File: src/hdl/console_pkg.sv
`default_nettype none

package console_pkg;

  // Screen geometry used when the top level is not overridden.
  localparam int COLS_DEF = 20;
  localparam int ROWS_DEF = 16;

  localparam int CELL_BYTES = 4;

  // ====================
  // Cell word layout
  // ====================

  // Field view of one cell. The glyph sits in the lowest byte lane.
  typedef struct packed {
    logic [7:0] flags;
    logic [7:0] bg;
    logic [7:0] fg;
    logic [7:0] glyph;
  } cell_fields_t;

  // The same word seen as byte lanes or as named fields.
  typedef union packed {
    logic [CELL_BYTES-1:0][7:0] bytes;
    cell_fields_t               fields;
  } cell_t;

endpackage

`default_nettype wire

File: src/hdl/wb_pkg.sv
`default_nettype none

// Widths shared by every agent on the console bus.
package wb_pkg;

  // Masters drive byte addresses. The slave indexes words.
  localparam int ADR_W = 32;
  localparam int DAT_W = 32;

  // One select bit per byte lane.
  localparam int SEL_W = DAT_W / 8;

  // Address bits below the word index.
  localparam int WORD_LSB = $clog2(SEL_W);

endpackage

`default_nettype wire

File: src/hdl/host_bridge.sv
`timescale 1ns/1ps
`default_nettype none

module host_bridge (
  input  logic                       clk,
  input  logic                       rst_n_i,
  input  logic                       cmd_valid_i,
  input  logic                       cmd_we_i,
  input  logic [wb_pkg::ADR_W-1:0]   cmd_adr_i,
  input  logic [wb_pkg::SEL_W-1:0]   cmd_sel_i,
  input  logic [wb_pkg::DAT_W-1:0]   cmd_data_i,
  output logic                       busy_o,
  output logic                       done_o,
  output logic [wb_pkg::DAT_W-1:0]   rd_data_o,
  output logic                       cyc_o,
  output logic                       stb_o,
  output logic                       we_o,
  output logic [wb_pkg::ADR_W-1:0]   adr_o,
  output logic [wb_pkg::SEL_W-1:0]   sel_o,
  output logic [wb_pkg::DAT_W-1:0]   dat_o,
  input  logic                       ack_i,
  input  logic [wb_pkg::DAT_W-1:0]   dat_i
);

  import wb_pkg::*;
  import console_pkg::*;

  logic             req_q;
  logic             done_q;
  logic             take_cmd;
  logic             ack_seen;
  logic             we_q;
  logic [ADR_W-1:0] adr_q;
  logic [SEL_W-1:0] sel_q;
  cell_t            data_q;
  cell_t            rd_q;

  assign take_cmd = cmd_valid_i & ~req_q;
  assign ack_seen = req_q & ack_i;

  // ====================
  // Command state
  // ====================

  always_ff @(posedge clk)
  begin
    if (!rst_n_i)
    begin
      req_q  <= 1'b0;
      done_q <= 1'b0;
    end
    else
    begin
      done_q <= ack_seen;
      if (take_cmd)
      begin
        req_q <= 1'b1;
      end
      else if (ack_seen)
      begin
        req_q <= 1'b0;
      end
    end
  end

  // Holding registers keep the bus fields stable until ack.
  always_ff @(posedge clk)
  begin
    if (take_cmd)
    begin
      we_q   <= cmd_we_i;
      adr_q  <= cmd_adr_i;
      sel_q  <= cmd_sel_i;
      data_q <= cmd_data_i;
    end
    if (ack_seen && !we_q)
    begin
      rd_q <= dat_i;
    end
  end

  // The cycle closes in the same cycle that ack arrives.
  assign cyc_o = req_q & ~ack_i;
  assign stb_o = cyc_o;
  assign we_o  = we_q;
  assign adr_o = adr_q;
  assign sel_o = sel_q;
  assign dat_o = data_q;

  assign busy_o    = req_q;
  assign done_o    = done_q;
  assign rd_data_o = rd_q;

  a_no_cmd_busy: assert property (@(posedge clk) disable iff (!rst_n_i)
    cmd_valid_i |-> !busy_o);

endmodule

`default_nettype wire

File: config.mk
export PLATFORM = sky130hd
export DESIGN_NAME = host_bridge
export DESIGN_NICKNAME = d
export VERILOG_FILES = /design/src/hdl/console_pkg.sv /design/src/hdl/wb_pkg.sv /design/src/hdl/host_bridge.sv
export SDC_FILE = /design/constraint.sdc
export NUM_CORES = 1
export LEC_CHECK = 0
export ABC_AREA = 1
export BUFFER_PORTS_ARGS = -buffer_cell sky130_fd_sc_hd__buf_2
export CAP_MARGIN = 20
export CORE_MARGIN = 2
export CORE_UTILIZATION = 29
export DETAILED_ROUTE_END_ITERATION = 10
export PLACE_DENSITY = 0.67
export SYNTH_ARGS = -nofsm -noshare
export SYNTH_HDL_FRONTEND = slang
export SYNTH_SLANG_ARGS = --single-unit
File: constraint.sdc
create_clock -name clk -period 3.7 [get_ports clk]
set_input_delay 0.37 -clock clk [delete_from_list [all_inputs] [get_ports clk]]
set_output_delay 0.37 -clock clk [all_outputs]
set_load 0.03 [all_outputs]
# Word level (Yosys, flattened, before mapping)
# Index checks and enable logic that the tools add are counted.
# W data, S select, Z words.
[op_classes] n_eq_ne=0 n_addsub=0 n_mux=2 n_bitwise=5 order_cmp=0 n_reduce_logical=3 multipliers=0 n_shift=0 div_mod_pow=0
[op_table] cell="$and A1 B1 Y1" count=3
[op_table] cell="$mux W1" count=2
[op_table] cell="$not A1 Y1" count=2
[op_table] cell="$reduce_bool A2 Y1" count=1
[op_table] cell="$logic_and A1 B1 Y1" count=1
[op_table] cell="$logic_not A1 Y1" count=1
[word_totals] rom_bits=0 ram_bits=0 out_inout_bits=105 register_bits=103 mem_count=0 latch_bits=0 word_cells=17

# Logic depth before layout (Yosys ltp)
# Gate-level depths: netlist of the first run.
[logic_depth] depth_word=3 ltp_mapped=4 mapped_depth_nobuf=3

# Worst setup path before layout of the first run
# OpenSTA, ideal clock, no wires.
[synth_path] kind="register to register" startpoint="register req_q (netlist: busy_o)" endpoint="register rd_q, in the netlist rd_data_o[0], enable pin" stages_incl_launch_ff=3 path_slack_ns=1.258 n_path_buf=0 t_required_ns=3.279 synth_period_minus_slack_ns=2.442 arrival_ns=2.021 cell_sequence="dfxtp_1 > nand2_1 > nor2_1"
[synth_via] elab_chain_cells=2
[synth_rtl] element="start, declared" line="host_bridge.sv:28" rtl="logic req_q;"
[synth_rtl] element="start signal, assigned" line="host_bridge.sv:49" rtl="req_q <= 1'b0;"
[synth_rtl] element="start signal, assigned" line="host_bridge.sv:57" rtl="req_q <= 1'b1;"
[synth_rtl] element="start signal, assigned" line="host_bridge.sv:61" rtl="req_q <= 1'b0;"
[synth_rtl] element="$and A1 B1 Y1" line="host_bridge.sv:39" rtl="assign ack_seen = req_q & ack_i;"
[synth_rtl] element="$logic_and A1 B1 Y1" line="host_bridge.sv:76" rtl="if (ack_seen && !we_q)"
[synth_rtl] element="end signal, assigned" line="host_bridge.sv:78" rtl="rd_q <= dat_i;"
[synth_rtl] element="end, declared" line="host_bridge.sv:36" rtl="cell_t rd_q;"
# No other way between the ends.
# A chain may end at the register's enable or synchronous reset.

# Final worst setup path of the first run
[layout_path] startpoint="register req_q (netlist: busy_o)" endpoint="register data_q, in the netlist dat_o[6], enable pin"
[layout_via] elab_chain_cells=2
[layout_rtl] element="$not A1 Y1" line="host_bridge.sv:38" rtl="assign take_cmd = cmd_valid_i & ~req_q;"
[layout_rtl] element="$and A1 B1 Y1" line="host_bridge.sv:38"
[layout_rtl] element="named net take_cmd" line="host_bridge.sv:30" rtl="logic take_cmd;"
[layout_rtl] element="end signal, assigned" line="host_bridge.sv:74" rtl="data_q <= cmd_data_i;"
[layout_rtl] element="end, declared" line="host_bridge.sv:35" rtl="cell_t data_q;"
# The timed path passes the listed nets, and every way through them passes these cells.

==> results.json, run 1 <==
{
  "critPathKind": "reg -> reg",
  "setup_tns_ns": 0,
  "synth_fp_nets": 220,
  "critical_path.max_fanout": 45,
  "grt_overflow": 0,
  "synth.avg_cell_area_um2": 27.21,
  "yosysWarningCount": 0,
  "r2r_cells": 4,
  "period_share_pct": 54.33,
  "rsz0062_at_grt": "no",
  "die_w_um": 107.9,
  "syn_to_final_growth_pct": 44.98,
  "num_vias": 1902,
  "die_area_um2": 11640,
  "ir_drop_mv": 0.2153,
  "drt_iter0_markers": 50,
  "fmax_mhz": 497.5,
  "slew_headroom_pct": 35.51,
  "final_nets": 441,
  "hold_ws_ns": 0.1811,
  "tightest_slew_ns": 0.9659,
  "initial_core_util_pct": 30.04,
  "cts-root-buf": "clkbuf_8",
  "synth.yosys.seq_area_share_pct": 98.20,
  "critPathCaptureType": "register",
  "setup_viol": 0,
  "maxCapViolCount": 0,
  "track_usage_pct": 11.79,
  "wire_per_inst_um": 14.54,
  "place.gp.congestion": 0.6994,
  "start_kind": "register",
  "post-cts-setup-buffers": 0,
  "drtPass1Iterations": 3,
  "clock_sinks": 103,
  "ios": 210,
  "p_per_area_nw_per_um2": 499.0,
  "numCtsBuffers": 9,
  "coreArea_um2": 10420,
  "min_path_type": "in -> reg",
  "skew_ns": 0.005497,
  "postCtsHoldBufs": 0,
  "cp.arrival_ns": 2.04,
  "cp-endpoint": "dat_o[6]$_DFFE_PP_",
  "grt_pass1_vias": 1973,
  "htree_levels": 3,
  "status": "completed",
  "yosys.cell_types.count": 8,
  "drt-total-wl_um": 6935,
  "grt_max_degree": 46,
  "cts_tree": "done",
  "grt_pass1_wl_um": 9887,
  "post_cts_resize_count": 0,
  "drv_slew": 0,
  "clkTransAtPathRegs_ns": 0.09,
  "reg2reg_slack_ns": 1.69,
  "required_ns": 3.73,
  "antenna_found_initial": 1,
  "port-buffer-count": 209,
  "syn_inst": 115,
  "insertion_delay_ns": 0.35,
  "row_count": 37,
  "netlist_area_um2": 3129,
  "diodes": 0,
  "period_needed_ns": 2.010,
  "drtAntennaViolNets": 0,
  "startpoint": "busy_o$_SDFFE_PN0P_",
  "layout-drive-gt1-share_pct": 66.57,
  "cts_buffer_depth": 2,
  "post_drt_via_cell_ratio": 3.987,
  "ys_seq_elements": 103,
  "drc_errors": 0,
  "r2r_start": "busy_o$_SDFFE_PN0P_",
  "power.static_leakage_nw": 1.934,
  "die_h_um": 107.9,
  "r2r-end": "dat_o[6]$_DFFE_PP_",
  "final_hold_viol_count": 0
}
-- state kept, by name, indices dropped and copies added, names as in the netlist --
signal	count
adr_o	32
busy_o	1
dat_o	32
done_o	1
rd_data_o	32
sel_o	4
we_o	1
-- cells in the mapped netlist --
library cell    n  share of area [%]
nand2_1         2               0.24
nor2_1          2               0.24
buf_4           1               0.24
a21oi_2         1               0.28
nand2_2         1               0.20
dfxtp_1         2                1.3
edfxtp_1      101                 97
inv_1           5               0.60
-- layout by cell type (no fill, tap or decap) --
| cell type | n |
|---|---|
| a21oi_2 | 1 |
| buf_2 | 209 |
| buf_4 | 2 |
| bufinv_16 | 1 |
| clkbuf_1 | 3 |
| clkbuf_8 | 9 |
| clkinv_1 | 1 |
| clkinv_2 | 1 |
| clkinvlp_4 | 1 |
| dfxtp_1 | 2 |
| edfxtp_1 | 101 |
| inv_1 | 4 |
| inv_2 | 1 |
| nand2_1 | 2 |
| nand2_2 | 1 |
| nor2_1 | 1 |
| nor2_2 | 1 |
-- worst max-delay path, stage by stage, from the launching register on --
cell and delay [ns]:
dfxtp_1 0.35, inv_1 0.07, nand2_1 0.09, inv_2 0.71, buf_4 0.45
-- kinds of logic (layout without fill, tap and decap cells) --
kind of cell	after synthesis	after routing	share of synthesized area (%)
buf+inv	6	232	0.8398
simple gates	5	5	0.6800
compound gates	1	1	0.2799
flops	103	103	98.20
-- cell type report --
cell class	instances	area (um2)
clock buffers	12	135.1
clock inverters	4	46.29
fillers	924	5879
inverters	5	18.77
multi-input cells	6	32.53
flip-flops and latches	103	3073
well taps	136	170.2
repair buffers	211	1061
-- per-layer routing --
layer	vias to the layer above	track usage, %	wire [um]
li1	888	-	-
met4	2	6.319	147
met2	146	18.78	3254
met5	-	0	11
met1	854	12.86	2653
met3	12	5.872	868
-- stage by stage --
step	instances	util [%]	worst slack (ns)	area [um2]	total power [mW]
after floorplan	115	-	1.258	3129	1.526
after global placement	461	41.81	1.701	4355	1.633
after detailed placement	461	41.81	1.615	4355	1.640
after CTS	477	43.56	1.658	4537	2.302
after global routing	477	43.56	1.514	4537	2.373
final	477	43.56	1.690	4537	2.264
-- worst min path at each step --
| stage | depth (start not counted) | slack [ns] | endpoint | start |
|---|---|---|---|---|
| floorplan | 0 | 0.47 | adr_o[0]$_DFFE_PP_ | cmd_adr_i[0] |
| global placement | 2 | 0.49 | busy_o$_SDFFE_PN0P_ | busy_o$_SDFFE_PN0P_ |
| detailed placement | 2 | 0.52 | done_o$_SDFF_PN0_ | busy_o$_SDFFE_PN0P_ |
| CTS | 1 | 0.15 | adr_o[13]$_DFFE_PP_ | cmd_adr_i[13] |
| global route | 1 | 0.15 | adr_o[7]$_DFFE_PP_ | cmd_adr_i[7] |
| finish | 1 | 0.18 | rd_data_o[8]$_DFFE_PP_ | dat_i[8] |
-- where the power goes --
part           leakage [nW]  switching [mW]  internal (mW)
Sequential            0.970          0.0141           1.35
Combinational         0.877           0.173         0.0753
Clock                0.0880           0.344          0.310
Total                  1.93           0.531           1.73
(Power assumes the default switching activity.)
==> run 2, diff against run 1 <==
==> constraint.sdc (replaced) <==
create_clock -name clk -period 1.87 [get_ports clk]
set_input_delay 0.187 -clock clk [delete_from_list [all_inputs] [get_ports clk]]
set_output_delay 0.187 -clock clk [all_outputs]
set_load 0.03 [all_outputs]
==> run 2 against run 1 <==
  * Count of clock-buffer cells in the layout decreased by 3
  * Worst hold slack got worse by 0.15 ns
  * Die area unchanged
  * Sequential power increased by 98%
  * Clock skew increased by 0.0025 ns
  * Largest cell class unchanged
  * First-iteration DRC count increased by 28%
  * Design area increased by 22%
  * Critical path type is now reg -> out
  * Highest routed layer is now met4
  * Core utilization increased by 9.8 points
  * Via count increased by 20%
  * Sequential share of layout area decreased by 12 points
  * Final cell count increased by 21%
  * Global-route usage increased by 2.1 points
==> results.json, run 2 (synthesis results as in run 1) <==
{
  "status": "completed",
  "required_ns": 1.68,
  "drc_errors": 0,
  "post-cts-setup-buffers": 0,
  "fmax_mhz": 816.5,
  "final_common_cell": "buf_2",
  "p_per_area_nw_per_um2": 841.9,
  "maxCapViolCount": 0,
  "diodes": 0,
  "die_h_um": 107.9,
  "dp_cells": 462,
  "start_kind": "register",
  "initial_core_util_pct": 30.04,
  "drv_slew": 0,
  "min_path_type": "in -> reg",
  "ios": 210,
  "dpl.hpwl_um": 5196,
  "track_usage_pct": 13.94,
  "skew_ns": 0.008017,
  "num_vias": 2286,
  "grt_pass1_vias": 2453,
  "cp_slowest_cell": "dfxtp_4",
  "placed_area_um2": 4385,
  "place.gp.congestion": 0.7204,
  "critPathKind": "reg -> out",
  "cts_buffer_depth": 2,
  "slew_headroom_pct": 75.87,
  "final_nets": 540,
  "period_needed_ns": 1.225,
  "port-buffer-count": 209,
  "crit_chain": "nand2_2, inv_1, buf_2",
  "fin_area_um2": 5553,
  "clock_sinks": 103,
  "die_area_um2": 11640,
  "insertion_delay_ns": 0.35,
  "syn_to_final_growth_pct": 77.45,
  "final_hold_viol_count": 0,
  "layout-drive-gt1-share_pct": 53.18,
  "grt_overflow": 0,
  "tightest_slew_ns": 0.3620,
  "drt_iter0_markers": 64,
  "cp.arrival_ns": 1.04,
  "drt-total-wl_um": 8353,
  "critPathMaxStageDelay_ns": 0.37,
  "antenna_found_initial": 0,
  "coreArea_um2": 10420,
  "drtPass1Iterations": 4,
  "rsz0062_at_grt": "no",
  "row_count": 37,
  "cts-root-buf": "clkbuf_8",
  "die_w_um": 107.9,
  "cts_tree": "done",
  "power.static_leakage_nw": 2.361,
  "drtAntennaViolNets": 0,
  "critical_path.max_fanout": 4,
  "ir_drop_mv": 0.4600,
  "htree_levels": 3,
  "grt_pass1_wl_um": 11880,
  "post_drt_via_cell_ratio": 3.969,
  "setup_viol": 0,
  "clkTransAtPathRegs_ns": 0.08,
  "layoutNonFillerInstCount": 576,
  "critPathCaptureType": "output pin",
  "hold_ws_ns": 0.03524,
  "wire_per_inst_um": 14.50,
  "numCtsBuffers": 9,
  "final_cell_mix": "buf_2 (209), edfxtp_1 (101), dlygate4sd3_1 (98)",
  "period_share_pct": 65.49,
  "grt_max_degree": 52
}
==> run 2: changes by cell type in the layout (fill, tap and decap cells not counted) <==
cell / change
buf_12: +1
dfxtp_1: -1
clkbuf_1: -3
nand2_2: +1
inv_1: -1
nand2_1: -1
clkinv_2: +3
inv_6: +1
dlygate4sd3_1: +98
dfxtp_4: +1
==> run 2: area by class of cell <==
type,count,area [um2]
Inverter,5,22.52
Clock buffer,9,123.9
Tap cell,136,170.2
Clock inverter,7,62.56
Sequential cell,103,3077
Fill cell,830,4863
Multi-Input combinational cell,6,35.03
Timing Repair Buffer,310,2062
==> run 2: final timing paths <==
check / to / start / slack, ns / cells past startpoint
worst max register to register: rd_data_o[17]$_DFFE_PP_ / busy_o$_SDFFE_PN0P_ / 0.66 / 3
worst min register to register: busy_o$_SDFFE_PN0P_ / busy_o$_SDFFE_PN0P_ / 0.53 / 2
worst max-delay path: stb_o / busy_o$_SDFFE_PN0P_ / 0.65 / 3
worst min-delay path: rd_data_o[11]$_DFFE_PP_ / dat_i[11] / 0.04 / 1
==> run 2: report_power, final <==
part           switching (mW)  internal (mW)  leakage (nW)
Combinational           0.379          0.290          1.29
Sequential             0.0287           2.66         0.970
Clock                   0.703          0.610         0.101
==> run 2: critical path: cells and delay by family, from the launching register on <==
kind | cells | cell delay (ns)
and+or+nand+nor | 1 | 0.07
DFF | 1 | 0.37
buffers and inverters | 2 | 0.25
==> run 2: routing by layer <==
layer	GRT usage, %	vias up	routed length (um)
met1	14.65	1043	3151
met2	24.89	150	4226
met5	0	-	0
met4	4.670	0	80
met3	5.993	7	894
li1	-	1086	-
==> run 2: metrics by stage <==
| stage | total power, mW | worst slack (ns) | utilization, % | setup TNS (ns) |
|---|---|---|---|---|
| after floorplan | 3.019 | -0.04679 | - | -3.229 |
| after global placement | 3.243 | 0.6774 | 42.10 | 0 |
| after detailed placement | 3.254 | 0.6541 | 42.10 | 0 |
| after CTS | 4.730 | 0.6061 | 52.73 | 0 |
| after global routing | 4.892 | 0.5644 | 53.31 | 0 |
| final | 4.675 | 0.6453 | 53.31 | 0 |
==> run 2: timing repair <==
item | 4_1_cts | 5_1_grt
resized for setup | 0 | 0
hold endpoints to repair | 92 | 6
hold buffers | 92 | 6
