**src/hdl/wb_pkg.sv**
```systemverilog
`default_nettype none

// Widths shared by every agent on the console bus.
package wb_pkg;

  // Masters drive byte addresses. The slave indexes words.
  localparam int ADR_W = 32;
  localparam int DAT_W = 32;

  // One select bit per byte lane.
  localparam int SEL_W = DAT_W / 8;

  // Address bits below the word index.
  localparam int WORD_LSB = $clog2(SEL_W);

endpackage

`default_nettype wire

```
**src/hdl/wb_arbiter.sv**
```systemverilog
`timescale 1ns/1ps
`default_nettype none

module wb_arbiter (
  input  logic                       clk,
  input  logic                       rst_n_i,
  input  logic                       m0_cyc_i,
  input  logic                       m0_stb_i,
  input  logic                       m0_we_i,
  input  logic [wb_pkg::ADR_W-1:0]   m0_adr_i,
  input  logic [wb_pkg::SEL_W-1:0]   m0_sel_i,
  input  logic [wb_pkg::DAT_W-1:0]   m0_dat_i,
  input  logic                       m1_cyc_i,
  input  logic                       m1_stb_i,
  input  logic                       m1_we_i,
  input  logic [wb_pkg::ADR_W-1:0]   m1_adr_i,
  input  logic [wb_pkg::SEL_W-1:0]   m1_sel_i,
  input  logic [wb_pkg::DAT_W-1:0]   m1_dat_i,
  output logic                       m0_ack_o,
  output logic                       m1_ack_o,
  output logic [wb_pkg::DAT_W-1:0]   m_dat_o,
  output logic                       s_cyc_o,
  output logic                       s_stb_o,
  output logic                       s_we_o,
  output logic [wb_pkg::ADR_W-1:0]   s_adr_o,
  output logic [wb_pkg::SEL_W-1:0]   s_sel_o,
  output logic [wb_pkg::DAT_W-1:0]   s_dat_o,
  input  logic                       s_ack_i,
  input  logic [wb_pkg::DAT_W-1:0]   s_dat_i
);

  // The grant is one-hot and falls to all zero when the bus is free.
  logic [1:0] gnt_q;
  logic [1:0] gnt_d;
  logic [1:0] req;
  logic       last_q;
  logic       owner_busy;

  assign req        = {m1_cyc_i, m0_cyc_i};
  assign owner_busy = |(gnt_q & req);

  // Re-arbitrate only once the owner has let go of cyc.
  always_comb
  begin
    gnt_d = gnt_q;
    if (!owner_busy)
    begin
      if (&req)
      begin
        gnt_d = last_q ? 2'b01 : 2'b10;
      end
      else
      begin
        gnt_d = req;
      end
    end
  end

  always_ff @(posedge clk)
  begin
    if (!rst_n_i)
    begin
      gnt_q  <= 2'b00;
      last_q <= 1'b1;
    end
    else
    begin
      gnt_q <= gnt_d;
      if (gnt_d[1])
      begin
        last_q <= 1'b1;
      end
      else if (gnt_d[0])
      begin
        last_q <= 1'b0;
      end
    end
  end

  assign s_cyc_o = owner_busy;
  assign s_stb_o = (gnt_q[0] & m0_stb_i) | (gnt_q[1] & m1_stb_i);
  assign s_we_o  = gnt_q[1] ? m1_we_i  : m0_we_i;
  assign s_adr_o = gnt_q[1] ? m1_adr_i : m0_adr_i;
  assign s_sel_o = gnt_q[1] ? m1_sel_i : m0_sel_i;
  assign s_dat_o = gnt_q[1] ? m1_dat_i : m0_dat_i;

  assign m0_ack_o = s_ack_i & gnt_q[0];
  assign m1_ack_o = s_ack_i & gnt_q[1];
  assign m_dat_o  = s_dat_i;

  // The grant and the request it forwards stay put until the owner's ack.
  a_grant_hold: assert property (@(posedge clk) disable iff (!rst_n_i)
    owner_busy |=> ((gnt_q == $past(gnt_q)) && (s_we_o == $past(s_we_o)) &&
                    (s_adr_o == $past(s_adr_o)) && (s_sel_o == $past(s_sel_o)) &&
                    (s_dat_o == $past(s_dat_o))));

  // An ack answers the request that the same owner placed a cycle earlier.
  a_ack_owner: assert property (@(posedge clk) disable iff (!rst_n_i)
    s_ack_i |-> ($past(owner_busy && s_stb_o) && (gnt_q == $past(gnt_q))));

endmodule

`default_nettype wire

```
**config.mk**
```make
export PLATFORM = sky130hd
export DESIGN_NAME = wb_arbiter
export DESIGN_NICKNAME = d
export VERILOG_FILES = /design/src/hdl/wb_pkg.sv /design/src/hdl/wb_arbiter.sv
export SDC_FILE = /design/constraint.sdc
export NUM_CORES = 1
export LEC_CHECK = 0
export BUFFER_PORTS_ARGS = -buffer_cell sky130_fd_sc_hd__buf_2
export CELL_PAD_IN_SITES_DETAIL_PLACEMENT = 1
export CELL_PAD_IN_SITES_GLOBAL_PLACEMENT = 1
export CORE_ASPECT_RATIO = 0.5
export CORE_MARGIN = 10
export CORE_UTILIZATION = 13
export CTS_CLUSTER_DIAMETER = 150
export CTS_CLUSTER_SIZE = 12
export DETAILED_ROUTE_END_ITERATION = 12
export PLACE_DENSITY = 0.84
export SYNTH_ARGS = -nofsm -noshare
export SYNTH_HDL_FRONTEND = slang
export SYNTH_SLANG_ARGS = --single-unit
```
**constraint.sdc**
```tcl
create_clock -name clk -period 1.5 [get_ports clk]
set_clock_uncertainty 0.1 [all_clocks]
set_input_delay 0.3 -clock clk [delete_from_list [all_inputs] [get_ports clk]]
set_output_delay 0.3 -clock clk [all_outputs]
set_load 0.005 [all_outputs]
```
## Word level (Yosys, flattened, before mapping)

Cells that the tools add are included.

- Bitwise operators: 7
- Reductions and logical operators: 3
- Mux-type cells: 7

Operators with widths:

| kind | number |
|---|---|
| $mux 32 | 2 |
| $mux 2 | 3 |
| $and 1x1->1 | 4 |
| $mux 4 | 1 |
| $reduce_or 2->1 | 2 |
| $and 2x2->2 | 1 |
| $reduce_and 2->1 | 1 |
| $mux 1 | 1 |
| $not 1->1 | 1 |
| $or 1x1->1 | 1 |

- Bits of input ports: 177
- Word-level logic and storage cells: 19
- Output and inout port bits: 105
- Bits in registers: 3

## Logic depth before layout (Yosys ltp)

Gate-level depths: netlist of the first run.

- Depth in word-level cells: 4
- Gate-level depth with buffers: 4
- Mapped depth without buffers: 2

## Least setup slack after synthesis of the first run

OpenSTA, ideal clock, no wires.

- Path kind: register to output
- Start point: reg gnt_q[1]
- End point: out s_adr_o[18] (netlist name)
- Data required time: 1.100 ns
- Path buffers: 2
- Stages on the path, launching flop included: 4
- Arrival time: 0.978 ns
- Path slack: 0.122 ns
- Cell sequence: dfxtp_1 buf_4 buf_4 mux2_2

- Cells in the longest elaborated chain, start to end: 1

RTL lines:

| what | line | source |
|---|---|---|
| start, declared | wb_arbiter.sv:33 | `logic [1:0] gnt_q;` |
| start signal, assigned | wb_arbiter.sv:68 | `gnt_q <= gnt_d;` |
| $mux 32 | wb_arbiter.sv:83 | `assign s_adr_o = gnt_q[1] ? m1_adr_i : m0_adr_i;` |
| end, declared | wb_arbiter.sv:25 | `output logic [wb_pkg::ADR_W-1:0] s_adr_o,` |

No other way between the ends.

## Worst setup path after layout of the first run

- Start point: reg gnt_q[1]
- End point: out s_dat_o[3] (netlist name)

- Cells in the longest elaborated chain, start to end: 1

RTL lines:

| what | line | source |
|---|---|---|
| $mux 32 | wb_arbiter.sv:85 | `assign s_dat_o = gnt_q[1] ? m1_dat_i : m0_dat_i;` |
| end, declared | wb_arbiter.sv:27 | `output logic [wb_pkg::DAT_W-1:0] s_dat_o,` |

No other way between the ends.

==> results of run 1 <==
## final cells by class
| cell class | instances | area, µm² |
|---|---|---|
| fillers | 1122 | 6480 |
| repair buffers | 224 | 1540 |
| multi-input cells | 82 | 1060 |
| well taps | 121 | 151 |
| clock buffers | 4 | 78.8 |
| flip-flops and latches | 3 | 63.8 |
| inverters | 2 | 7.51 |
## logic make-up (layout without fill, tap and decap cells)
family,Yosys count,in the layout
AOI/OAI and AO/OA,8,8
buffers and inverters,42,230
DFF,3,3
muxes,69,69
and+or+nand+nor,5,5
## layer usage
layer	track usage, %	wire, µm	up-vias
li1	-	-	805
met1	9.90	2860	830
met2	21.3	5380	70
met3	5.19	724	6
met4	3.09	88	0
met5	0	0	-
## what timing repair did
action,in CTS,in global routing
cloned,3,1
endpoints found under the setup margin,69,72
pin swaps,2,1
buffers inserted,2,0
resized for setup,24,81
## power by group
| part | switching (µW) | internal [µW] |
|---|---|---|
| clock | 70.4 | 350 |
| combinational | 338 | 661 |
| sequential | 13.4 | 87.6 |
## worst reg2reg max path, cell delays in order, from the launching register on
cell       delay (ns)
dfxtp_4          0.40
clkbuf_16        0.22
o21ba_1          0.18
a311oi_1         0.27
## Yosys cell counts
cell,instances
mux2_2,69
buf_4,37
dfxtp_1,3
a21oi_1,2
a22o_1,2
a311oi_1,2
and2_1,2
buf_2,2
inv_1,2
a211oi_1,1
buf_6,1
nand2b_1,1
nor4b_1,1
nor4bb_1,1
o21ba_1,1
## through the flow
stage	setup WS [ns]	std cells	cell area, µm²
2_1_floorplan	0.122	127	1240
6_report	-0.228	436	2900
3_3_place_gp	-0.0201	427	2220
5_1_grt	-0.272	436	2900
4_1_cts	-0.244	436	2500
3_5_place_dp	-0.0312	427	2220
## sequential cells by signal (all words and copies together), names as in the netlist
register,count
gnt_q,2
last_q,1
## how the worst min path moves through the flow
| stage | to | startpoint | cells past startpoint | slack (ns) |
|---|---|---|---|---|
| final | last_q | rst_n_i | 2 | 0.24 |
| after global routing | last_q | rst_n_i | 2 | 0.26 |
| after CTS | last_q | rst_n_i | 2 | 0.25 |
| after detailed placement | gnt_q[0] | last_q | 2 | 0.44 |
| after global placement | gnt_q[0] | last_q | 2 | 0.40 |
| after floorplan | gnt_q[1] | m0_cyc_i | 1 | 0.29 |
==> flow_metrics.env, run 1 <==
export IMPL_fin_hold_ws_ns=0.244
export IMPL_die_y_um=89.2
export IMPL_cp_cell_sequence="buf_12, mux2_2, buf_2"
export IMPL_hold_violations=0
export IMPL_worst_slack_ns=-0.228
export IMPL_grt_pass1_vias=2041
export IMPL_final_setup_tns_ns=-13.22
export IMPL_criticalPathCategory="reg2out"
export IMPL_peakVddDrop_uv=229
export IMPL_rows=25
export IMPL_p_total_uw=1520
export IMPL_slew_violations=0
export IMPL_drc=0
export IMPL_die_x_um=158
export IMPL_ant_nets=0
export IMPL_status="finished with violations"
export IMPL_cts_sinks=3
export IMPL_synth_top_area_cell="mux2_2"
export IMPL_clockBufferDepth=2
export IMPL_core_area_um2=9380
export IMPL_grt_remaining_overflow=0
export IMPL_critPathCaptureType="primary output"
export IMPL_cts_tree="done"
export IMPL_first_iter_violations=29
export IMPL_drive_gt1_share_pct=94.3
export IMPL_clockRootBuffer="clkbuf_16"
export IMPL_r2r_slack_ns=0.23
export IMPL_io_buffer_count=217
export IMPL_synth_cell_types=15
export IMPL_max_freq_ghz=0.579
export IMPL_ctsHoldBuffers=0
export IMPL_fin_crit_sh_pct=115
export IMPL_crit_cells=3
export IMPL_path_max_fanout=21
export IMPL_syn_num_nets=304
export IMPL_startpoint="gnt_q[1]"
export IMPL_yosysWarnings=0
export IMPL_utilization_pct=30.9
export IMPL_io_pins=282
export IMPL_maxCapViolCount=0
export IMPL_timing_rr_start="gnt_q[1]"
export IMPL_nets=493
export IMPL_yosys_top_cells_area="mux2_2 (62%), buf_4 (22%), dfxtp_1 (4.8%)"
export IMPL_min_period_ns=1.73
export IMPL_viasPerCell=3.92
export IMPL_synth_seq_cells=3
export IMPL_clk_latency_ns=0.22
export IMPL_dp_hpwl_mm=7.11
export IMPL_setup_violations=71
export IMPL_synth_simple_area_share_pct=3.02
export IMPL_layout_common_cells="buf_2 (168), buf_6 (51), mux2_4 (50)"
export IMPL_synth_compound_area_share_pct=5.03
export IMPL_first_pass_iters=4
export IMPL_cts_max_level=1
export IMPL_rsz0062_at_grt="true"
export IMPL_p_per_area_nw_per_um2=524
export IMPL_synth_top_cell_area_share_pct=62.5
export IMPL_violations="negative setup slack"
export IMPL_synth_top_family_by_area="multiplexers"
export IMPL_avgSynthCellArea_um2=9.79
export IMPL_place_congestion=0.699
export IMPL_synth_adder_area_share_pct=0
export IMPL_grt_pass1_wl_mm=11.6
export IMPL_layout_commonest_cell="buf_2"
export IMPL_synth_mux_area_share_pct=62.5
export IMPL_dieArea_um2=14100
export IMPL_hold_path_class="in2reg"
export IMPL_endpoint="s_dat_o[3]"
export IMPL_antenna_found_initial=0
export IMPL_grt_util_all_layers_pct=10.8
export IMPL_max_slew_margin_pct=83.2
export IMPL_drt_total_wl_mm=9.06
export IMPL_start_util_pct=13.3
export IMPL_syn_area_um2=1240
export IMPL_grt_max_degree=35
export IMPL_wl_per_cell_um=20.8
export IMPL_routed_via_count=1711
export IMPL_p_leak_uw=0.00157
export IMPL_slowest_stage="dfxtp_4"
export IMPL_worstPathArrival_ns=1.33
export IMPL_tightest_slew_ns=0.248
export IMPL_worst_r2r_cell_count=3
export IMPL_synth_xor_area_share_pct=0
export IMPL_clk_pin_slew_worst_paths_ns=0.03
export IMPL_start_kind="register"
export IMPL_area_delta_synth_final_pct=133
export IMPL_path_delay_family="flip-flops"
export IMPL_required_ns=1.10
export IMPL_r2r_end="last_q"
export IMPL_synth_seq_area_share_pct=4.83
export IMPL_antenna_cells=0
export IMPL_numCtsBuffers=3
export IMPL_syn_inst=127
export IMPL_crit_path_max_incr_delay_ns=0.40
export IMPL_worst_path_buf_inv=2
Note: power is estimated with default switching activity, not from simulation.
==> inputs of run 2 (changes only) <==
--- a/config.mk
+++ b/config.mk
@@ -9,7 +9,6 @@
 export CELL_PAD_IN_SITES_DETAIL_PLACEMENT = 1
 export CELL_PAD_IN_SITES_GLOBAL_PLACEMENT = 1
 export CORE_ASPECT_RATIO = 0.5
-export CORE_MARGIN = 10
 export CORE_UTILIZATION = 13
 export CTS_CLUSTER_DIAMETER = 150
 export CTS_CLUSTER_SIZE = 12
==> flow_metrics.env, run 2 (synthesis results as in run 1) <==
export IMPL_numCtsBuffers=3
export IMPL_drt_total_wl_mm=8.21
export IMPL_die_y_um=71.2
export IMPL_worst_path_buf_inv=3
export IMPL_clk_latency_ns=0.22
export IMPL_p_leak_uw=0.00151
export IMPL_area_delta_synth_final_pct=126
export IMPL_r2r_end="gnt_q[1]"
export IMPL_worst_r2r_cell_count=4
export IMPL_rows=24
export IMPL_tightest_slew_ns=0.276
export IMPL_finalInstanceArea_um2=2810
export IMPL_status="finished with violations"
export IMPL_cp_cell_sequence="buf_12, clkbuf_16, mux2_2, buf_2"
export IMPL_placed_area_um2=2220
export IMPL_cts_sinks=3
export IMPL_clockBufferDepth=2
export IMPL_startpoint="gnt_q[1]"
export IMPL_cts_max_level=1
export IMPL_path_max_fanout=9
export IMPL_first_pass_iters=4
export IMPL_rsz0062_at_grt="true"
export IMPL_r2r_slack_ns=0.20
export IMPL_io_pins=282
export IMPL_setup_violations=72
export IMPL_cts_tree="done"
export IMPL_routed_via_count=1744
export IMPL_wl_per_cell_um=18.7
export IMPL_ant_nets=0
export IMPL_grt_pass1_vias=1749
export IMPL_max_slew_margin_pct=81.3
export IMPL_grt_max_degree=36
export IMPL_start_kind="register"
export IMPL_grt_remaining_overflow=0
export IMPL_fillers=1074
export IMPL_critPathCaptureType="primary output"
export IMPL_maxCapViolCount=0
export IMPL_worstPathArrival_ns=1.35
export IMPL_grt_util_all_layers_pct=13.3
export IMPL_top_regs="gnt_q: 2 flops, last_q: 1 flops"
export IMPL_layout_commonest_cell="buf_2"
export IMPL_viasPerCell=3.96
export IMPL_slowest_stage="dfxtp_4"
export IMPL_hold_path_depth=2
export IMPL_hold_path_class="in2reg"
export IMPL_clk_pin_slew_worst_paths_ns=0.03
export IMPL_crit_cells=4
export IMPL_path_delay_family="buffers and inverters"
export IMPL_place_congestion=0.858
export IMPL_worst_slack_ns=-0.252
export IMPL_io_buffer_count=217
export IMPL_criticalPathCategory="reg2out"
export IMPL_first_iter_violations=32
export IMPL_min_period_ns=1.75
export IMPL_peakVddDrop_uv=298
export IMPL_drc=0
export IMPL_hold_violations=0
export IMPL_fin_crit_sh_pct=117
export IMPL_slew_violations=0
export IMPL_required_ns=1.10
export IMPL_timing_rr_start="gnt_q[1]"
export IMPL_core_area_um2=8980
export IMPL_violations="negative setup slack"
export IMPL_layout_common_cells="buf_2 (190), mux2_2 (39), mux2_4 (30), buf_6 (30), clkbuf_16 (8)"
export IMPL_dieArea_um2=9990
export IMPL_largest_register_ffs=2
export IMPL_nets=500
export IMPL_drive_gt1_share_pct=94.4
export IMPL_p_per_area_nw_per_um2=520
export IMPL_min_delay_worst_endpoint="last_q"
export IMPL_max_freq_ghz=0.571
export IMPL_regMostFlops="gnt_q"
export IMPL_grt_pass1_wl_mm=9.83
export IMPL_start_util_pct=13.9
export IMPL_crit_path_max_incr_delay_ns=0.35
export IMPL_antenna_found_initial=1
export IMPL_pre_cts_slack_ns=-0.0192
export IMPL_die_x_um=140
export IMPL_clockRootBuffer="clkbuf_16"
export IMPL_hold_path_startpoint="rst_n_i"
export IMPL_dp_hpwl_mm=6.09
==> run 2: cell count changes in the layout (fill, tap and decap cells not counted), sizes merged <==
| cell | previous run | this run |
|---|---|---|
| diode | 0 | 1 |
| clkbuf | 5 | 9 |
| buf | 223 | 226 |
==> run 2: timing repair <==
item,4_1_cts,5_1_grt
hold buffers,0,0
endpoints found under the setup margin,69,72
pin swaps,1,0
gates resized for setup,27,34
buffers inserted,0,3
gates cloned,1,8
==> run 2: per-stage QoR <==
stage | setup TNS [ns] | hold slack, ns | power (µW) | instances | util, %
after CTS | -15.07 | 0.240 | 1290 | 428 | 27.3
after detailed placement | -0.0665 | 0.424 | 779 | 423 | 24.7
after global placement | -0.0134 | 0.413 | 760 | 423 | 24.7
after global routing | -17.97 | 0.259 | 1550 | 440 | 31.3
after floorplan | 0 | 0.292 | 465 | 127 | -
final | -15.54 | 0.242 | 1460 | 440 | 31.3
==> run 2: final cells by class <==
type                    instances  area (µm²)  area share (%)
diodes                          1        2.50          0.0890
multi-input cells              82         990            35.2
repair buffers                231        1520            54.2
clock buffers                   4        78.8            2.80
inverters                       2        7.51           0.267
well taps                     117         146            5.20
flip-flops and latches          3        63.8            2.27
==> run 2: worst max path at each step <==
stage	slack, ns	endpoint
after floorplan	0.12	s_adr_o[18]
after global placement	-0.01	s_adr_o[12]
after detailed placement	-0.02	s_adr_o[17]
after CTS	-0.26	s_sel_o[1]
after global routing	-0.28	s_sel_o[1]
final	-0.25	s_dat_o[26]
==> run 2: power by group <==
part | internal, µW | total [µW] | leakage, µW | switching, µW
Clock | 351 | 422 | 0.0000382 | 71.5
Combinational | 615 | 943 | 0.00144 | 328
Sequential | 87.5 | 97.0 | 0.0000256 | 9.51
Total | 1050 | 1460 | 0.00151 | 409
==> run 2: metal layers <==
metal | part of all wire, % | vias up | global-route usage (%)
li1 | - | 827 | -
met1 | 42 | 851 | 15.4
met2 | 51 | 62 | 22.6
met3 | 6.6 | 4 | 5.69
met4 | 0.43 | 0 | 3.17
met5 | 0 | - | 0
==> inputs of run 3 (changes only) <==
--- a/config.mk
+++ b/config.mk
@@ -9,11 +9,11 @@
 export CELL_PAD_IN_SITES_DETAIL_PLACEMENT = 1
 export CELL_PAD_IN_SITES_GLOBAL_PLACEMENT = 1
 export CORE_ASPECT_RATIO = 0.5
-export CORE_UTILIZATION = 13
+export CORE_UTILIZATION = 11
 export CTS_CLUSTER_DIAMETER = 150
 export CTS_CLUSTER_SIZE = 12
 export DETAILED_ROUTE_END_ITERATION = 12
-export PLACE_DENSITY = 0.84
+export PLACE_DENSITY = 0.76
 export SYNTH_ARGS = -nofsm -noshare
 export SYNTH_HDL_FRONTEND = slang
 export SYNTH_SLANG_ARGS = --single-unit
==> constraint.sdc (replaced) <==
create_clock -name clk -period 1.6 [get_ports clk]
set_clock_uncertainty 0.1 [all_clocks]
set_input_delay 0.32 -clock clk [delete_from_list [all_inputs] [get_ports clk]]
set_output_delay 0.32 -clock clk [all_outputs]
set_load 0.005 [all_outputs]
==> flow_metrics.env, run 3 (synthesis results as in run 1) <==
export IMPL_status="finished with violations"
export IMPL_violations="design-rule violations, negative setup slack"
export IMPL_worstPathArrival_ns=1.33
export IMPL_clk_pin_slew_worst_paths_ns=0.03
export IMPL_clk_latency_ns=0.22
export IMPL_worst_path_buf_inv=3
export IMPL_top_regs="gnt_q: 2 flops, last_q: 1 flops"
export IMPL_r2r_slack_ns=0.32
export IMPL_layout_commonest_cell="buf_2"
export IMPL_clockBufferDepth=2
export IMPL_grt_max_degree=29
export IMPL_dieArea_um2=11800
export IMPL_cts_tree="done"
export IMPL_worst_slack_ns=-0.148
export IMPL_first_iter_violations=43
export IMPL_nets=492
export IMPL_wl_per_cell_um=16.3
export IMPL_numCtsBuffers=3
export IMPL_critPathCaptureType="primary output"
export IMPL_hold_path_startpoint="rst_n_i"
export IMPL_min_period_ns=1.75
export IMPL_peakVddDrop_uv=205
export IMPL_fin_hold_ws_ns=0.253
export IMPL_p_per_area_nw_per_um2=485
export IMPL_io_buffer_count=217
export IMPL_hold_violations=0
export IMPL_final_setup_tns_ns=-7.29
export IMPL_place_congestion=0.806
export IMPL_cp_cell_sequence="buf_12, buf_16, mux2_4, buf_6"
export IMPL_crit_path_max_incr_delay_ns=0.40
export IMPL_first_pass_iters=9
export IMPL_tightest_slew_ns=0.261
export IMPL_core_area_um2=11000
export IMPL_drt_total_wl_mm=7.50
export IMPL_slew_violations=0
export IMPL_grt_pass1_vias=1807
export IMPL_rsz0062_at_grt="true"
export IMPL_die_x_um=152
export IMPL_startpoint="gnt_q[1]"
export IMPL_timing_rr_start="gnt_q[1]"
export IMPL_largest_register_ffs=2
export IMPL_path_delay_family="flip-flops"
export IMPL_fin_crit_sh_pct=109
export IMPL_cts_max_level=1
export IMPL_required_ns=1.18
export IMPL_drc=2
export IMPL_antenna_cells=0
export IMPL_clockRootBuffer="clkbuf_16"
export IMPL_hold_path_class="in2reg"
export IMPL_drive_gt1_share_pct=94.3
export IMPL_p_leak_uw=0.00153
export IMPL_grt_util_all_layers_pct=11.7
export IMPL_placed_area_um2=2270
export IMPL_utilization_pct=26.1
export IMPL_criticalPathCategory="reg2out"
export IMPL_routed_via_count=1677
export IMPL_grt_pass1_wl_mm=10.3
export IMPL_viasPerCell=3.65
export IMPL_finalInstanceArea_um2=2870
export IMPL_start_util_pct=11.3
export IMPL_grt_remaining_overflow=0
export IMPL_maxCapViolCount=0
export IMPL_max_freq_ghz=0.572
export IMPL_antenna_found_initial=0
export IMPL_fillers=1318
export IMPL_p_total_uw=1390
export IMPL_die_y_um=77.2
export IMPL_rows=27
export IMPL_cts_sinks=3
export IMPL_path_max_fanout=8
export IMPL_regMostFlops="gnt_q"
export IMPL_dp_hpwl_mm=5.85
export IMPL_setup_violations=69
export IMPL_start_kind="register"
export IMPL_io_pins=282
export IMPL_max_slew_margin_pct=82.5
export IMPL_area_delta_synth_final_pct=131
export IMPL_ant_nets=0
export IMPL_slowest_stage="dfxtp_4"
export IMPL_layout_common_cells="buf_2 (174), mux2_4 (46), buf_6 (43)"
-- run 3: cell types whose count changed in the layout (fill, tap and decap cells not counted), sizes merged --
| cell | before | now |
|---|---|---|
| diode | 1 | 0 |
| buf | 226 | 223 |
| clkbuf | 9 | 4 |
-- run 3: final cells by class --
class | instances | area, µm² | share of cell area [%]
inverter | 2 | 7.51 | 0.261
timing repair buffer | 223 | 1490 | 51.9
tap | 145 | 181 | 6.32
sequential | 3 | 63.8 | 2.22
multi-input combinational | 82 | 1050 | 36.6
clock buffer | 4 | 78.8 | 2.75
-- run 3: path summary, 6_finish.rpt --
check / end / depth (start not counted)
min: last_q / 2
max: s_adr_o[19] / 4
max reg2reg: gnt_q[1] / 3
min reg2reg: gnt_q[0] / 2
-- run 3: report_power, final --
part	internal [µW]	switching (µW)	total (µW)
registers	82.1	11.3	93.4
logic	599	305	904
clock network	329	67.7	396
total	1010	384	1390
-- run 3: metrics by stage --
| step | cells | setup slack [ns] |
|---|---|---|
| 2_1_floorplan | 127 | 0.202 |
| 3_3_place_gp | 452 | 0.0540 |
| 3_5_place_dp | 452 | 0.0480 |
| 4_1_cts | 459 | -0.158 |
| 5_1_grt | 459 | -0.177 |
| 6_report | 459 | -0.148 |
-- run 3: repair_timing --
item | in CTS | in global routing
gates resized for setup | 51 | 41
hold buffers | 0 | 0
gates cloned | 2 | 0
endpoints found under the hold margin | 0 | 0
setup buffers | 1 | 0
setup endpoints to repair | 69 | 69
-- run 3: routing by layer --
metal	routed length (µm)	GRT usage (%)
met4	55	3.37
met2	3880	19.7
met1	3070	13.9
met5	0	0
met3	491	4.07
